===== src/noc_pkg.sv =====
/*
 * Shared widths, vector typedefs, the mesh direction enum and the
 * request, flit and slave request structs of the group network wrapper
 */
package noc_pkg;

  parameter int unsigned NumTiles      = 4;
  parameter int unsigned TileIdxWidth  = 2;
  parameter int unsigned BankAddrWidth = 10;
  parameter int unsigned CoordWidth    = 2;
  parameter int unsigned NumMeshDirs   = 4; // North, East, South, West

  typedef logic [CoordWidth-1:0]                 coord_t;
  typedef logic [2*CoordWidth-1:0]               group_id_t; // {Y, X}
  typedef logic [TileIdxWidth-1:0]               tile_id_t;
  typedef logic [BankAddrWidth-1:0]              bank_addr_t;
  typedef logic [TileIdxWidth+BankAddrWidth-1:0] tgt_addr_t; // {tile, bank_addr}
  typedef logic [31:0]                           data_t;
  typedef logic [3:0]                            be_t;
  typedef logic [2:0]                            core_id_t;

  // Mesh directions first so they index mesh_valid_o directly
  typedef enum logic [2:0] {
    DirNorth = 3'd0,
    DirEast  = 3'd1,
    DirSouth = 3'd2,
    DirWest  = 3'd3,
    DirLocal = 3'd4
  } dir_e;

  typedef struct packed {
    group_id_t tgt_group;
    tgt_addr_t tgt_addr;
    tile_id_t  src_tile;
    core_id_t  core_id;
    logic      wen;
    be_t       be;
    data_t     data;
  } master_req_t;

  typedef struct packed {
    group_id_t src_id;   // Route back for the response
    group_id_t dst_id;   // XY routing target
    tile_id_t  src_tile;
    tgt_addr_t tgt_addr;
    core_id_t  core_id;
  } flit_hdr_t;

  typedef struct packed {
    logic  wen;
    be_t   be;
    data_t data;
  } flit_payload_t;

  typedef struct packed {
    flit_hdr_t     hdr;
    flit_payload_t payload;
  } flit_t;

  typedef struct packed {
    bank_addr_t tgt_addr; // Tile index already stripped
    tile_id_t   ini_tile;
    group_id_t  src_group;
    core_id_t   core_id;
    logic       wen;
    be_t        be;
    data_t      data;
  } slave_req_t;

endpackage


===== src/req_to_flit.sv =====
/*
 * Registered remap of a local master request into a network flit
 */
`timescale 1ns/10ps

module req_to_flit (
  input  logic                clk_i,
  input  logic                rst_n_i,
  input  noc_pkg::group_id_t  group_id_i,
  input  noc_pkg::master_req_t mreq_i,
  input  logic                mreq_valid_i,
  output logic                mreq_ready_o,
  output noc_pkg::flit_t      flit_o,
  output logic                flit_valid_o,
  input  logic                flit_ready_i
);

  import noc_pkg::*;

  flit_t flit_d;
  flit_t flit_q;
  logic  valid_q;

  // Header and payload of the outgoing flit
  always_comb begin
    flit_d.hdr.src_id       = group_id_i;       // Own group, for the response
    flit_d.hdr.dst_id       = mreq_i.tgt_group;
    flit_d.hdr.src_tile     = mreq_i.src_tile;
    flit_d.hdr.tgt_addr     = mreq_i.tgt_addr;
    flit_d.hdr.core_id      = mreq_i.core_id;
    flit_d.payload.wen      = mreq_i.wen;
    flit_d.payload.be       = mreq_i.be;
    flit_d.payload.data     = mreq_i.data;
  end

  // Free when empty or when the held flit leaves this cycle
  assign mreq_ready_o = !valid_q || flit_ready_i;

  always_ff @(posedge clk_i) begin
    if (!rst_n_i) begin
      valid_q <= 1'b0;
    end else if (mreq_ready_o) begin
      valid_q <= mreq_valid_i;
    end
  end

  always_ff @(posedge clk_i) begin
    if (mreq_valid_i && mreq_ready_o) begin
      flit_q <= flit_d;
    end
  end

  assign flit_o       = flit_q;
  assign flit_valid_o = valid_q;

endmodule


===== src/flit_fifo.sv =====
/*
 * Channel FIFO for flits, circular buffer with read and write pointers
 */
`timescale 1ns/10ps

module flit_fifo #(
  parameter int unsigned Depth = 2
) (
  input  logic           clk_i,
  input  logic           rst_n_i,
  input  noc_pkg::flit_t flit_i,
  input  logic           valid_i,
  output logic           ready_o,
  output noc_pkg::flit_t flit_o,
  output logic           valid_o,
  input  logic           ready_i
);

  import noc_pkg::*;

  localparam int unsigned PtrWidth = (Depth > 1) ? $clog2(Depth) : 1;
  localparam int unsigned CntWidth = $clog2(Depth + 1);

  flit_t                mem_q [Depth];
  logic  [PtrWidth-1:0] wr_ptr_q;
  logic  [PtrWidth-1:0] rd_ptr_q;
  logic  [CntWidth-1:0] count_q;
  logic                 push;
  logic                 pop;

  assign ready_o = (count_q != CntWidth'(Depth)); // Not full
  assign valid_o = (count_q != '0);
  assign flit_o  = mem_q[rd_ptr_q];

  assign push = valid_i && ready_o;
  assign pop  = valid_o && ready_i;

  always_ff @(posedge clk_i) begin
    if (!rst_n_i) begin
      wr_ptr_q <= '0;
      rd_ptr_q <= '0;
      count_q  <= '0;
    end else begin
      if (push) begin
        wr_ptr_q <= (wr_ptr_q == PtrWidth'(Depth - 1)) ? '0 : wr_ptr_q + 1'b1;
      end
      if (pop) begin
        rd_ptr_q <= (rd_ptr_q == PtrWidth'(Depth - 1)) ? '0 : rd_ptr_q + 1'b1;
      end
      if (push && !pop) count_q <= count_q + 1'b1;
      else if (pop && !push) count_q <= count_q - 1'b1;
    end
  end

  // Flit storage
  always_ff @(posedge clk_i) begin
    if (push) begin
      mem_q[wr_ptr_q] <= flit_i;
    end
  end

endmodule


===== src/xy_route_stage.sv =====
/*
 * Registered XY dimension-order route decision
 */
`timescale 1ns/10ps

module xy_route_stage (
  input  logic               clk_i,
  input  logic               rst_n_i,
  input  noc_pkg::group_id_t group_id_i,
  input  noc_pkg::flit_t     flit_i,
  input  logic               valid_i,
  output logic               ready_o,
  output noc_pkg::flit_t     flit_o,
  output noc_pkg::dir_e      dir_o,
  output logic               valid_o,
  input  logic               ready_i
);

  import noc_pkg::*;

  coord_t own_x;
  coord_t own_y;
  coord_t dst_x;
  coord_t dst_y;
  dir_e   dir_d;
  dir_e   dir_q;
  flit_t  flit_q;
  logic   valid_q;

  assign own_x = group_id_i[CoordWidth-1:0];
  assign own_y = group_id_i[2*CoordWidth-1:CoordWidth];
  assign dst_x = flit_i.hdr.dst_id[CoordWidth-1:0];
  assign dst_y = flit_i.hdr.dst_id[2*CoordWidth-1:CoordWidth];

  // X first, then Y
  always_comb begin
    if (dst_x > own_x)      dir_d = DirEast;
    else if (dst_x < own_x) dir_d = DirWest;
    else if (dst_y > own_y) dir_d = DirNorth;
    else if (dst_y < own_y) dir_d = DirSouth;
    else                    dir_d = DirLocal;
  end

  assign ready_o = !valid_q || ready_i;

  always_ff @(posedge clk_i) begin
    if (!rst_n_i) begin
      valid_q <= 1'b0;
    end else if (ready_o) begin
      valid_q <= valid_i;
    end
  end

  // Flit and direction move together
  always_ff @(posedge clk_i) begin
    if (valid_i && ready_o) begin
      flit_q <= flit_i;
      dir_q  <= dir_d;
    end
  end

  assign flit_o  = flit_q;
  assign dir_o   = dir_q;
  assign valid_o = valid_q;

endmodule


===== src/port_steer.sv =====
/*
 * Steers a routed flit to one mesh port or to a local tile,
 * building the slave request for the local case
 */
`timescale 1ns/10ps

module port_steer (
  input  noc_pkg::flit_t                        flit_i,
  input  noc_pkg::dir_e                         dir_i,
  input  logic                                  valid_i,
  output logic                                  ready_o,
  output noc_pkg::flit_t                        mesh_flit_o,
  output logic [noc_pkg::NumMeshDirs-1:0]       mesh_valid_o,
  input  logic [noc_pkg::NumMeshDirs-1:0]       mesh_ready_i,
  output noc_pkg::slave_req_t                   slave_req_o,
  output logic [noc_pkg::NumTiles-1:0]          slave_valid_o,
  input  logic [noc_pkg::NumTiles-1:0]          slave_ready_i
);

  import noc_pkg::*;

  tile_id_t tile_sel;
  logic     is_local;

  // Tile index sits above the bank address
  assign tile_sel = flit_i.hdr.tgt_addr[BankAddrWidth +: TileIdxWidth];
  assign is_local = (dir_i == DirLocal);

  assign mesh_flit_o = flit_i; // Shared bus, valid picks the port

  always_comb begin
    slave_req_o.tgt_addr  = flit_i.hdr.tgt_addr[BankAddrWidth-1:0];
    slave_req_o.ini_tile  = flit_i.hdr.src_tile;
    slave_req_o.src_group = flit_i.hdr.src_id;
    slave_req_o.core_id   = flit_i.hdr.core_id;
    slave_req_o.wen       = flit_i.payload.wen;
    slave_req_o.be        = flit_i.payload.be;
    slave_req_o.data      = flit_i.payload.data;
  end

  always_comb begin
    mesh_valid_o  = '0;
    slave_valid_o = '0;
    if (is_local) begin
      slave_valid_o[tile_sel] = valid_i;
      ready_o                 = slave_ready_i[tile_sel];
    end else begin
      mesh_valid_o[dir_i[1:0]] = valid_i; // North..West map to 0..3
      ready_o                  = mesh_ready_i[dir_i[1:0]];
    end
  end

endmodule


===== src/group_noc_top.sv =====
/*
 * Request path of the group network wrapper: remap, channel FIFO,
 * XY route register and output steering
 */
`timescale 1ns/10ps

module group_noc_top #(
  parameter int unsigned FifoDepth = 2
) (
  input  logic                            clk_i,
  input  logic                            rst_n_i,
  input  noc_pkg::group_id_t              group_id_i,
  input  noc_pkg::master_req_t            mreq_i,
  input  logic                            mreq_valid_i,
  output logic                            mreq_ready_o,
  output noc_pkg::flit_t                  mesh_flit_o,
  output logic [noc_pkg::NumMeshDirs-1:0] mesh_valid_o,
  input  logic [noc_pkg::NumMeshDirs-1:0] mesh_ready_i,
  output noc_pkg::slave_req_t             slave_req_o,
  output logic [noc_pkg::NumTiles-1:0]    slave_valid_o,
  input  logic [noc_pkg::NumTiles-1:0]    slave_ready_i
);

  import noc_pkg::*;

  flit_t remap_flit;   // Stage 1 to FIFO
  logic  remap_valid;
  logic  remap_ready;
  flit_t fifo_flit;    // FIFO to route stage
  logic  fifo_valid;
  logic  fifo_ready;
  flit_t route_flit;   // Route stage to steering
  dir_e  route_dir;
  logic  route_valid;
  logic  route_ready;

  req_to_flit u_req_to_flit (
    .clk_i        (clk_i),
    .rst_n_i      (rst_n_i),
    .group_id_i   (group_id_i),
    .mreq_i       (mreq_i),
    .mreq_valid_i (mreq_valid_i),
    .mreq_ready_o (mreq_ready_o),
    .flit_o       (remap_flit),
    .flit_valid_o (remap_valid),
    .flit_ready_i (remap_ready)
  );

  flit_fifo #(
    .Depth (FifoDepth)
  ) u_flit_fifo (
    .clk_i   (clk_i),
    .rst_n_i (rst_n_i),
    .flit_i  (remap_flit),
    .valid_i (remap_valid),
    .ready_o (remap_ready),
    .flit_o  (fifo_flit),
    .valid_o (fifo_valid),
    .ready_i (fifo_ready)
  );

  xy_route_stage u_xy_route (
    .clk_i      (clk_i),
    .rst_n_i    (rst_n_i),
    .group_id_i (group_id_i),
    .flit_i     (fifo_flit),
    .valid_i    (fifo_valid),
    .ready_o    (fifo_ready),
    .flit_o     (route_flit),
    .dir_o      (route_dir),
    .valid_o    (route_valid),
    .ready_i    (route_ready)
  );

  port_steer u_port_steer (
    .flit_i        (route_flit),
    .dir_i         (route_dir),
    .valid_i       (route_valid),
    .ready_o       (route_ready),
    .mesh_flit_o   (mesh_flit_o),
    .mesh_valid_o  (mesh_valid_o),
    .mesh_ready_i  (mesh_ready_i),
    .slave_req_o   (slave_req_o),
    .slave_valid_o (slave_valid_o),
    .slave_ready_i (slave_ready_i)
  );

endmodule


===== config.mk =====
export PLATFORM = sky130hd
export DESIGN_NAME = group_noc_top
export DESIGN_NICKNAME = d
export VERILOG_FILES = /design/src/noc_pkg.sv /design/src/req_to_flit.sv /design/src/flit_fifo.sv /design/src/xy_route_stage.sv /design/src/port_steer.sv /design/src/group_noc_top.sv
export SDC_FILE = /design/constraint.sdc
export NUM_CORES = 1
export LEC_CHECK = 0
export ABC_CLOCK_PERIOD_IN_PS = 5700
export BUFFER_PORTS_ARGS = -buffer_cell sky130_fd_sc_hd__buf_2
export CELL_PAD_IN_SITES_DETAIL_PLACEMENT = 0
export CELL_PAD_IN_SITES_GLOBAL_PLACEMENT = 1
export CORE_ASPECT_RATIO = 0.6
export CORE_UTILIZATION = 49
export DETAILED_ROUTE_END_ITERATION = 10
export PLACE_DENSITY_LB_ADDON = 0.1
export SYNTH_ARGS = -nofsm -noshare
export SYNTH_HDL_FRONTEND = slang
export SYNTH_SLANG_ARGS = --single-unit

===== constraint.sdc =====
create_clock -name clk_i -period 5.7 [get_ports clk_i]
set_input_delay 1.14 -clock clk_i [delete_from_list [all_inputs] [get_ports clk_i]]
set_output_delay 1.14 -clock clk_i [all_outputs]
set_load 0.01 [all_outputs]

After elaboration in Yosys (flattened, before gate mapping) --
Memory sizes are Yosys's and may differ from the RTL's. A register that Yosys moved wholly into a read port is not among the register bits. Index checks and enable logic that the tools add are counted.
Storage, ports and cells: bits of input ports 73, logic and storage cells 80, flip-flop bits (word level) 133, RAM bits 124, output and inout port bits 127, memories 1
Operators by class: multiplexer cells 22, add/sub/neg operators 4, reduce and logical (&&, ||, !) cells 17, eq/ne operators 2, order comparisons 8, bitwise operators 2
Memory list:
- u_flit_fifo.mem_q | depth 2, bits a word 62, rd ports 1, clocked after Yosys merged registers in 1, write ports 1, RTL line flit_fifo.sv:24 | flit_t mem_q [Depth];
Operator list (number):
- 1-bit 2-to-1 mux | 11
- 4-bit bitwise AND | 2
- 2-bit 2-to-1 mux | 4
- 4-bit 2-to-1 mux | 2
- 1-bit logical AND | 7
- 2-bit by 3-bit < comparator with 1-bit output (second input constant) | 2
- 1-bit binary-select mux with 2-bit select | 2
- 1-bit demux with 2-bit select | 2
- 2-bit by 1-bit >= comparator with 1-bit output (second input constant) | 2
- 2-bit > comparator | 2
- 1-bit logical NOT | 4
- 2-bit < comparator | 2
- 2-bit nonzero test | 2
- 3-bit equality test (second input constant) | 1
- 3-bit 2-to-1 mux | 1
- 3-bit OR reduction | 1
- 1-bit adder (second input constant) | 2
- 2-bit by 1-bit adder with 2-bit output (second input constant) | 1
- 1-bit logical OR | 2
- 2-bit != test (second input constant) | 1
- 2-bit OR reduction | 1
- 2-bit by 1-bit subtractor with 2-bit output (second input constant) | 1

Depth between registers and ports, before layout --
Gate-level depths: netlist of the first run.
depth after elaboration 8, gate-level depth with buffers 9, depth with buffers taken out 8

By module --
Synthesis of the first run repeated with hierarchy kept, for this count alone.
Second synthesis, totals: cells, all modules 514, area total of the unflattened synthesis 9806.9 um^2
Modules (own cells, without submodules):
- flit_fifo | area an instance 4712.0 um^2, instances 1, sequential area each 3823.7 um^2, cells each 217
- xy_route_stage | area an instance 2140.8 um^2, instances 1, sequential area each 1971.9 um^2, cells each 87
- req_to_flit | area an instance 1919.3 um^2, instances 1, sequential area each 1881.8 um^2, cells each 67
- port_steer | area an instance 1034.7 um^2, instances 1, sequential area each 0.0 um^2, cells each 143

Worst setup path after synthesis of the first run --
Ideal clock, no wire load.
path type register to register, from reg u_flit_fifo.count_q[0], to mem u_flit_fifo.mem_q[0][0] (netlist bit), enable pin, slack 2.008 ns, cell stages (with the launch flop) 4, buffers on the path 0, setup time 0.482 ns, period minus slack after synthesis 3.692 ns, data required time 5.218 ns, arrival time 3.210 ns, cell sequence dfxtp_1 -> nand2b_1 -> nand2_1 -> nor2_1
On the way: word-level cells in the longest chain between the ends 4
RTL lines:
- from (decl) | RTL line flit_fifo.sv:27 | logic [CntWidth-1:0] count_q;
- from (signal assigned) | RTL line flit_fifo.sv:50 | if (push && !pop) count_q <= count_q + 1'b1;
- from (signal assigned) | RTL line flit_fifo.sv:51 | else if (pop && !push) count_q <= count_q - 1'b1;
- 2-bit != test | RTL line flit_fifo.sv:31 | assign ready_o = (count_q != CntWidth'(Depth));
- 1-bit logical AND | RTL line flit_fifo.sv:35 | assign push = valid_i && ready_o;
- 1-bit 2-to-1 mux | RTL line flit_fifo.sv:57 | if (push) begin
- 1-bit 2-to-1 mux (not written as such) | RTL line flit_fifo.sv:58 | mem_q[wr_ptr_q] <= flit_i;
- to (decl) | RTL line flit_fifo.sv:24
Every way passes these cells.

Final worst setup path of the first run --
from in mesh_ready_i[0] (netlist bit), to reg u_flit_fifo.count_q[1]
On the way: word-level cells in the longest chain between the ends 8, elaborated cells between the ends (all ways) 10, classes of those cells mux (4); reduce/logical (6)
RTL lines:
- from (decl) | RTL line group_noc_top.sv:18 | input logic [noc_pkg::NumMeshDirs-1:0] mesh_ready_i,
- 1-bit binary-select mux with 2-bit select (*) | RTL line port_steer.sv:49 | ready_o = mesh_ready_i[dir_i[1:0]];
- 1-bit 2-to-1 mux (not written as such) (*) | RTL line port_steer.sv:49
- 1-bit 2-to-1 mux (*) | RTL line port_steer.sv:44 | if (is_local) begin
- 1-bit logical OR (*) | RTL line xy_route_stage.sv:44 | assign ready_o = !valid_q || ready_i;
- 1-bit logical AND (*) | RTL line flit_fifo.sv:36 | assign pop = valid_o && ready_i;
- net u_flit_fifo.pop | RTL line flit_fifo.sv:29 | logic pop;
- 1-bit logical NOT | RTL line flit_fifo.sv:50
- 1-bit logical AND | RTL line flit_fifo.sv:50
- 2-bit 2-to-1 mux / 2-bit nonzero test (equally long branches)
The timed path passes the listed nets; every way through them passes the cells marked *. The select of a mux whose other input is x is not followed. A chain may end at the register's enable or synchronous reset.

==> impl_results.md, run 1 <==
* Status: finished with violations
* Failing checks: design-rule violations
* DRT Wirelength at 14700 um
* RSZ-0062 raised after global routing: no
* Worst-path maximum fanout at 68
* Routed vias/inst at 4.87
* Worst rel slew slack at 32.3%
* Worst skew pair latency at 0.50 ns
* Commonest cells post-synth: edfxtp_1, mux2_2, buf_4
* Clk slew on worst S/H paths at 0.06 ns
* Critical Path RT at 6.12 ns
* Total Power at 0.00562 W
* Top-area cell type share of the netlist area at 81.0%
* Root buffer cell: clkbuf_16
* Max Freq at 331 MHz
* Sink Count at 258
* Area of the core at 18400 um^2
* CP endpoint kind: flip-flop
* Fin worst setup slack at 2.68 ns
* Leakage power at 4.05 nW
* TritonRoute pass-1 iters at 9
* Setup CP Type: in -> reg
* GP Congestion at 0.763
* DR iter-0 viols at 246
* Syn avg cell area at 20.5 um^2
* Top-count cell post-synth: edfxtp_1
* Hold-fix buffers, CTS at 0
* TritonCTS buffer count at 23
* Setup bufs post-CTS at 0
* CP arrival at 3.44 ns
* Input/output buffers at 199
* Full die area at 19600 um^2
* R2R Setup Slk at 2.70 ns
* Hpwl dp at 8530 um
* Via count at 4245
* Area Overhead vs Synth at 17.2%
* Async SR Flop Fraction at 0%
* Share of cells above drive strength 1 at 48.0%
* CTS Buffer Depth at 3
* MaxCap Viol Count at 0
* GRT Util Overall at 15.0%
* Largest cells by area after synthesis: edfxtp_1, mux2_2, buf_4
* Post-layout minimum cycle time at 3.02 ns
* # DRC at 28
* Die height at 109 um
* IO Pins at 200
* Synth unique cells at 38
* Pwr dens at 515 nW/um^2
* Number of synthesized flops with an enable pin at 251
* Final hold viol count at 0
* Cts repair resizes at 0
* Placement Rows at 38
* Endpoints failing setup at 0
* CTS tree: built
* Top_reg_cell synth: edfxtp_1
* Syn Nets at 531
* H-tree depth at 1
* Synth Cell Area at 9310 um^2
* Clock skew at 0.0114 ns
* Final ANT Viol Nets at 0
* Least-Margin Pin Slew at 1.02 ns
* Global-route wire length before repair at 21900 um
* Final Slew Violations at 0
* Worst min path class: reg -> reg
* Grt ovf at 0
* Post-route insts no fill at 872
* CP Launch Type: input port
* Initial antenna violation count at 2
* Synth Instances at 453
* Pre-CTS setup slack at 2.11 ns
* Routed len/inst at 16.9 um
* WHS at 0.441 ns
* Die W at 180 um
* Seq cells post-synth at 258
* Peak VDD IR at 0.317 mV
* NumNets Final at 692
* Area leader, netlist: edfxtp_1
* Initial Util at 50.7%
* Part of the Yosys area used for sequential elements at 82.5%
* Largest net degree at the start of global routing at 69
* DP Cell Count at 829
* Final period util at 53.0%
* Ys Warns at 0
* Vias in the first global route at 4027
* Setup_tns at 0 ns
metal layers:
| metal | wire length [um] | part of all wire [%] | track usage [%] |
|---|---|---|---|
| met1 | 6760 | 46 | 20.1 |
| met2 | 6820 | 46 | 24.7 |
| met3 | 785 | 5.3 | 3.51 |
| met4 | 363 | 2.5 | 4.62 |
| met5 | 10 | 0.068 | 0 |
worst max-delay path, stage by stage:
cell	delay [ns]
buf_2	0.09
nor3_2	0.04
nor4_1	0.32
a22o_4	0.82
inv_1	0.11
ha_1	0.37
or3_1	0.39
a21boi_0	0.17
through the flow:
| step | cell area, um^2 | utilization (%) |
|---|---|---|
| global placement | 10200 | 55.4 |
| CTS | 10900 | 59.4 |
| floorplan | 9310 | - |
| finish | 10900 | 59.4 |
| detailed placement | 10200 | 55.4 |
| global route | 10900 | 59.4 |
area by class of cell:
cell class | instances | area (um^2)
antenna | 1 | 2.50
multi-input combinational | 121 | 1140
fill | 1376 | 7450
clock inverter | 13 | 140
sequential | 258 | 7680
inverter | 10 | 37.5
timing repair buffer | 200 | 1000
clock buffer | 29 | 598
tap | 240 | 300
power by group:
group / internal (W) / switching (W) / total, W
Clock: 0.000881 / 0.000631 / 0.00151
Combinational: 0.000544 / 0.000663 / 0.00121
Sequential: 0.00261 / 0.000288 / 0.00290
registers in the layout, summed over array words and instances, names as in the netlist, named ones only:
name and flops:
u_req_to_flit.flit_o 62, u_xy_route.valid_o 1, u_flit_fifo.mem_q 124, u_xy_route.dir_o 3
u_xy_route.flit_o 62, u_req_to_flit.flit_valid_o 1, u_flit_fifo.count_q 2, u_flit_fifo.rd_ptr_q 1
u_flit_fifo.wr_ptr_q 1
cells in the final DEF (no fill, tap or decap), drive strengths merged:
cell type and count:
mux2 60, clkinvlp 1, a21boi 3, or3 1
inv 11, dfxtp 7, diode 1, clkbuf 29
xor2 1, o211ai 1, nor3 4, mux2i 7
and2 3, clkinv 8, ha 5, a31o 1
nor2b 1, a22oi 1, nand2 5, o21ai 2
edfxtp 251, xnor2 2, nand2b 2, nand3b 1
nor4 2, a22o 1, and3b 2, nor2 5
or2b 2, nor3b 1, a21oi 2, buf 200
or2 1, and3 4, bufinv 3, a21o 1
worst paths after layout:
check,from,to,depth (start not counted)
max,mesh_ready_i[0],u_flit_fifo.count_q[1],8
min,u_req_to_flit.flit_o[17],u_flit_fifo.mem_q[1][17],0
max reg2reg,u_xy_route.dir_o[0],u_flit_fifo.count_q[1],7
min reg2reg,u_req_to_flit.flit_o[17],u_flit_fifo.mem_q[1][17],0
logic make-up after synthesis:
logic type                 Yosys count  share of synthesized area [%]
and+or+nand+nor                     34                           2.16
AOI/OAI and AO/OA                   12                          0.995
buffers and inverters               74                           5.40
xor gates and xnor gates             3                          0.282
DFF                                258                           82.5
muxes                               67                           8.01
adders and majority gates            5                          0.672
Power figures use the tool's default switching activity.
==> run 2, diff against run 1 <==
--- a/config.mk
+++ b/config.mk
@@ -5,12 +5,12 @@
 export SDC_FILE = /design/constraint.sdc
 export NUM_CORES = 1
 export LEC_CHECK = 0
-export ABC_CLOCK_PERIOD_IN_PS = 5700
+export ABC_CLOCK_PERIOD_IN_PS = 2700
 export BUFFER_PORTS_ARGS = -buffer_cell sky130_fd_sc_hd__buf_2
 export CELL_PAD_IN_SITES_DETAIL_PLACEMENT = 0
 export CELL_PAD_IN_SITES_GLOBAL_PLACEMENT = 1
 export CORE_ASPECT_RATIO = 0.6
-export CORE_UTILIZATION = 49
+export CORE_UTILIZATION = 41
 export DETAILED_ROUTE_END_ITERATION = 10
 export PLACE_DENSITY_LB_ADDON = 0.1
 export SYNTH_ARGS = -nofsm -noshare
==> constraint.sdc (replaced) <==
create_clock -name clk_i -period 2.7 [get_ports clk_i]
set_input_delay 0.54 -clock clk_i [delete_from_list [all_inputs] [get_ports clk_i]]
set_output_delay 0.54 -clock clk_i [all_outputs]
set_load 0.01 [all_outputs]
==> run 2 against run 1 <==
The run now ends clean. Register-to-register slack got worse by 2.2 ns. Via count increased by 0.68%. Cell count increased by 8.3%. Sequential power increased by 110%. Clock skew increased by 0.0041 ns. First-iteration DRC count decreased by 7.3%. Setup slack got worse by 2.4 ns. Combinational power increased by 130%. Sequential cell count unchanged. Die area increased by 19%. Critical path type is now reg -> out.
==> impl_results.md, run 2 (same netlist as run 1, synthesis figures left out) <==
* Clock skew at 0.0155 ns (+0.00405 ns)
* Final ANT Viol Nets at 0 (unchanged)
* Input/output buffers at 199 (unchanged)
* Pwr dens at 1070 nW/um^2 (+110%)
* Most common cell after layout, fill and taps aside: edfxtp_1
* Cts repair resizes at 0 (unchanged)
* TritonCTS buffer count at 25 (+8.7%)
* CP peak stage delay at 0.54 ns (-0.28 ns)
* Vias in the first global route at 4299 (+6.8%)
* Setup CP Type: reg -> out
* Slowest stage cell on the critical path: edfxtp_1
* Largest register FFs at 124 (unchanged)
* H-tree depth at 1 (unchanged)
* Setup_tns at 0 ns (unchanged)
* CTS Buffer Depth at 3 (unchanged)
* Grt ovf at 0 (unchanged)
* Peak VDD IR at 0.498 mV (+57%)
* GP Congestion at 0.713 (-6.6%)
* Die height at 119 um (+9.1%)
* Largest net degree at the start of global routing at 68 (-1.4%)
* End-of-flow core utilization at 49.9% (-9.6 points)
* Initial antenna violation count at 2 (unchanged)
* Top delay family on crit path: simple AND/OR/NAND/NOR gates
* Die W at 197 um (+9.2%)
* CP arrival at 1.87 ns (-1.57 ns)
* Full die area at 23300 um^2 (+19%)
* Share of cells above drive strength 1 at 48.6% (+0.56 points)
* Most frequent cells in the layout: edfxtp_1, buf_2, mux2_2, clkbuf_16, inv_1
* # fillers at 1873 (+36%)
* Most flop-heavy register: u_flit_fifo.mem_q
* Worst rel slew slack at 55.3% (+23 points)
* CP Launch Type: flip-flop
* DR iter-0 viols at 228 (-7.3%)
* Area Overhead vs Synth at 18.8%
* DRT Wirelength at 15800 um (+7.1%)
* CTS tree: built
* Setup bufs post-CTS at 0 (unchanged)
* MaxCap Viol Count at 0 (unchanged)
* Root buffer cell: clkbuf_16
* Status: completed
* CP endpoint kind: output port
* Worst-path maximum fanout at 10 (-85%)
* Worst min path class: in -> reg
* Clk slew on worst S/H paths at 0.07 ns (about the same)
* Leakage power at 4.09 nW (+0.96%)
* Post-route cell area at 11100 um^2 (+1.4%)
* NumNets Final at 700 (+1.2%)
* Worst Path Buf+Inv at 1 (-1)
* Placed Area at 10300 um^2 (+1.6%)
* Final period util at 89.1%
* IO Pins at 200 (unchanged)
* Area of the core at 22200 um^2 (+21%)
* Post-layout minimum cycle time at 2.41 ns
* Final hold viol count at 0 (unchanged)
* TritonRoute pass-1 iters at 4 (-5)
* Worst skew pair latency at 0.50 ns (about the same)
* Endpoints failing setup at 0 (unchanged)
* Least-Margin Pin Slew at 0.670 ns (-0.346 ns)
* WHS at 0.204 ns (-0.237 ns)
* GRT Util Overall at 13.5% (-1.5 points)
* # DRC at 0 (-100%)
* Pre-CTS setup slack at 0.474 ns (-1.64 ns)
* Critical Path RT at 2.16 ns (-3.96 ns)
* Via count at 4274 (+0.68%)
* Worst path cell trace: or2b_2 > nor2_1 > and3b_1 > buf_2
* Hold-fix buffers, CTS at 0 (unchanged)
* Routed len/inst at 16.7 um (-1.1%)
* Sink Count at 258 (unchanged)
* RSZ-0062 raised after global routing: no
* Global-route wire length before repair at 23900 um (+8.9%)
* Placement Rows at 42 (+11%)
* Initial Util at 42.0% (-8.7 points)
* Routed vias/inst at 4.53 (-7.0%)
* Fin worst setup slack at 0.295 ns (-2.38 ns)
* Max Freq at 416 MHz
* Final Slew Violations at 0 (unchanged)
* Hpwl dp at 9390 um (+10%)
[run 2: cell types whose count changed in the layout (fill, tap and decap cells not counted), sizes merged]
cell and delta:
diode +1, bufinv -2, buf +6, clkinv +2
clkbuf -1, clkinvlp -1, inv -1
[run 2: final cells by class]
class,count,area (um^2),area share (%)
clock buffers,28,637,5.76
repair buffers,206,1090,9.82
diodes,2,5.00,0.0453
flip-flops and latches,258,7680,69.5
clock inverters,11,83.8,0.758
well taps,308,385,3.48
inverters,10,37.5,0.339
multi-input cells,121,1140,10.3
[run 2: layer usage]
| metal | GRT usage [%] | share of wire (%) |
|---|---|---|
| met3 | 3.31 | 5.3 |
| met4 | 3.47 | 1.8 |
| met1 | 18.7 | 47 |
| met5 | 0 | 0 |
| met2 | 21.4 | 45 |
[run 2: final timing paths]
path	startpoint	to	slack, ns	cells after the start
worst min-delay path	mreq_i[10]	u_req_to_flit.flit_o[10]	0.20	1
worst max register to register	u_xy_route.dir_o[0]	u_flit_fifo.count_q[1]	0.46	7
worst max-delay path	u_xy_route.dir_o[0]	slave_valid_o[1]	0.29	4
worst min register to register	u_req_to_flit.flit_o[32]	u_flit_fifo.mem_q[0][32]	0.44	0
[run 2: per-stage QoR]
stage | total power (W) | instances
after CTS | 0.0121 | 942
after global routing | 0.0125 | 942
after detailed placement | 0.00888 | 903
after floorplan | 0.00805 | 453
after global placement | 0.00887 | 903
final | 0.0119 | 944
[run 2: where the power goes]
part / switching [W] / internal [W]
clock network: 0.00136 / 0.00177
logic: 0.00157 / 0.00121
registers: 0.000457 / 0.00550
total: 0.00339 / 0.00847
==> run 3, diff against run 2 <==
--- a/config.mk
+++ b/config.mk
@@ -12,7 +12,7 @@
 export CORE_ASPECT_RATIO = 0.6
 export CORE_UTILIZATION = 41
 export DETAILED_ROUTE_END_ITERATION = 10
-export PLACE_DENSITY_LB_ADDON = 0.1
+export PLACE_DENSITY = 0.85
 export SYNTH_ARGS = -nofsm -noshare
 export SYNTH_HDL_FRONTEND = slang
 export SYNTH_SLANG_ARGS = --single-unit
==> run 3 against run 2 <==
Register-to-register slack about the same. Worst hold slack better by 0.0011 ns. Clock skew shrank 0.0039 ns. Setup slack got worse by 0.046 ns. Sequential cell count unchanged. Global-route usage hardly changed. Combinational power is essentially flat. Total power is 0.10% lower. Cell count down 0.32%. Die area unchanged. Largest power group unchanged. Highest routed layer unchanged.
==> impl_results.md, run 3 (same netlist as run 1, synthesis figures left out) <==
* NumNets Final at 697 (-0.43%)
* DRT Wirelength at 15700 um (-0.75%)
* GRT Util Overall at 13.5% (about the same)
* GP Congestion at 0.801 (+12%)
* # fillers at 1834 (-2.1%)
* Area Overhead vs Synth at 18.7% (about the same)
* Routed len/inst at 16.6 um (-0.43%)
* Worst R2R Start: u_xy_route.dir_o[0]
* CP arrival at 1.91 ns (+0.04 ns)
* Input/output buffers at 199 (unchanged)
* IO Pins at 200 (unchanged)
* Initial Util at 42.0% (unchanged)
* TritonRoute pass-1 iters at 4 (unchanged)
* End-of-flow core utilization at 49.8% (about the same)
* Reg power frac at 50.1% (about the same)
* Max Freq at 408 MHz (-1.9%)
* # DRC at 0 (unchanged)
* Peak VDD IR at 0.648 mV (+30%)
* Via count at 4311 (+0.87%)
* Placement Rows at 42 (unchanged)
* Most flop-heavy register: u_flit_fifo.mem_q
* Largest net degree at the start of global routing at 68 (unchanged)
* Clock skew at 0.0116 ns (-0.00392 ns)
* Routed vias/inst at 4.58 (+1.2%)
* Combinational power share at 23.5% (about the same)
* Die W at 197 um (unchanged)
* Setup bufs post-CTS at 0 (unchanged)
* TritonCTS buffer count at 24 (-4.0%)
* Area of the core at 22200 um^2 (unchanged)
* Pwr dens at 1070 nW/um^2 (about the same)
* Final ANT Viol Nets at 0 (unchanged)
* RSZ-0062 raised after global routing: no
* Beginning of the critical path: u_xy_route.dir_o[0]
* CP endpoint kind: output port
* Vias in the first global route at 4333 (+0.79%)
* Hpwl dp at 9240 um (-1.6%)
* CTS tree: built
* Share of cells above drive strength 1 at 48.3% (-0.24 points)
* Most frequent cells in the layout: edfxtp_1, buf_2, mux2_2, clkbuf_16, inv_1
* Most common cell after layout, fill and taps aside: edfxtp_1
* Die height at 119 um (unchanged)
* Final hold viol count at 0 (unchanged)
* Setup_tns at 0 ns (unchanged)
* Hold-fix buffers, CTS at 0 (unchanged)
* Critical Path RT at 2.16 ns (about the same)
* DR iter-0 viols at 152 (-33%)
* Clk slew on worst S/H paths at 0.06 ns (about the same)
* Clock power frac at 26.3% (about the same)
* Grt ovf at 0 (unchanged)
* Least-Margin Pin Slew at 0.651 ns (-0.0192 ns)
* CP Launch Type: flip-flop
* Largest register FFs at 124 (unchanged)
* Hold Crit Start: mreq_i[41]
* Final Slew Violations at 0 (unchanged)
* MaxCap Viol Count at 0 (unchanged)
* Full die area at 23300 um^2 (unchanged)
* Endpoints failing setup at 0 (unchanged)
* Status: completed
* Initial antenna violation count at 0 (-2)
* Root buffer cell: clkbuf_16
* Cts repair resizes at 0 (unchanged)
* Worst-path maximum fanout at 10 (unchanged)
* Worst rel slew slack at 56.6% (+1.3 points)
* H-tree depth at 1 (unchanged)
* Setup CP Type: reg -> out
* Leakage power at 4.08 nW (-0.32%)
* CTS Buffer Depth at 3 (unchanged)
* ANT cells at 0 (-2)
* Worst min path class: in -> reg
* Psw at 0.00337 W (-0.67%)
* Final period util at 90.8% (+1.7 points)
* Switch share at 28.4% (-0.16 points)
* Post-layout minimum cycle time at 2.45 ns (+0.0459 ns)
* Sink Count at 258 (unchanged)
* Global-route wire length before repair at 23700 um (-0.49%)
* Internal at 0.00848 W (+0.12%)
* Worst skew pair latency at 0.51 ns (about the same)
run 3: final timing paths:
check	to	slack, ns	cells past startpoint
worst max register to register	u_flit_fifo.count_q[1]	0.45	7
worst min register to register	u_flit_fifo.mem_q[0][50]	0.44	0
worst min-delay path	u_req_to_flit.flit_o[53]	0.21	1
worst max-delay path	slave_valid_o[1]	0.25	4
run 3: through the flow:
stage               hold slack, ns  worst slack (ns)  power (W)  instance area, um^2  cells
floorplan                    0.421            0.0440    0.00805                 9310    453
global placement             0.422             0.607    0.00880                10300    901
detailed placement           0.430             0.456    0.00887                10300    901
CTS                          0.177             0.233     0.0120                11100    941
global route                 0.174             0.165     0.0124                11100    941
finish                       0.205             0.249     0.0119                11100    941
run 3: routing by layer:
layer	track usage, %	vias up	wire length, um
met5	0	-	0
met1	17.1	2115	6920
met4	3.76	0	334
met3	3.91	28	964
li1	-	2008	-
met2	22.7	160	7450
run 3: power by group through the flow:
stage / logic [W] / registers [W] / clock network, W
3_5_place_dp: 0.00285 / 0.00603 / 0
3_3_place_gp: 0.00283 / 0.00597 / 0
6_report: 0.00279 / 0.00594 / 0.00312
5_1_grt: 0.00303 / 0.00604 / 0.00337
4_1_cts: 0.00286 / 0.00596 / 0.00322
2_1_floorplan: 0.00192 / 0.00612 / 0
run 3: worst max-delay path: stages (launching register included):
cell	delay, ns
edfxtp_1	0.53
or2b_2	0.36
nor2_1	0.18
and3b_1	0.19
buf_2	0.13
run 3: layout make-up:
type / instances / area (um^2) / area share [%]
Sequential cell: 258 / 7680 / 69.5
Multi-Input combinational cell: 121 / 1140 / 10.3
Timing Repair Buffer: 204 / 1080 / 9.81
Clock buffer: 31 / 648 / 5.87
Tap cell: 308 / 385 / 3.49
Clock inverter: 9 / 71.3 / 0.645
Inverter: 10 / 37.5 / 0.340
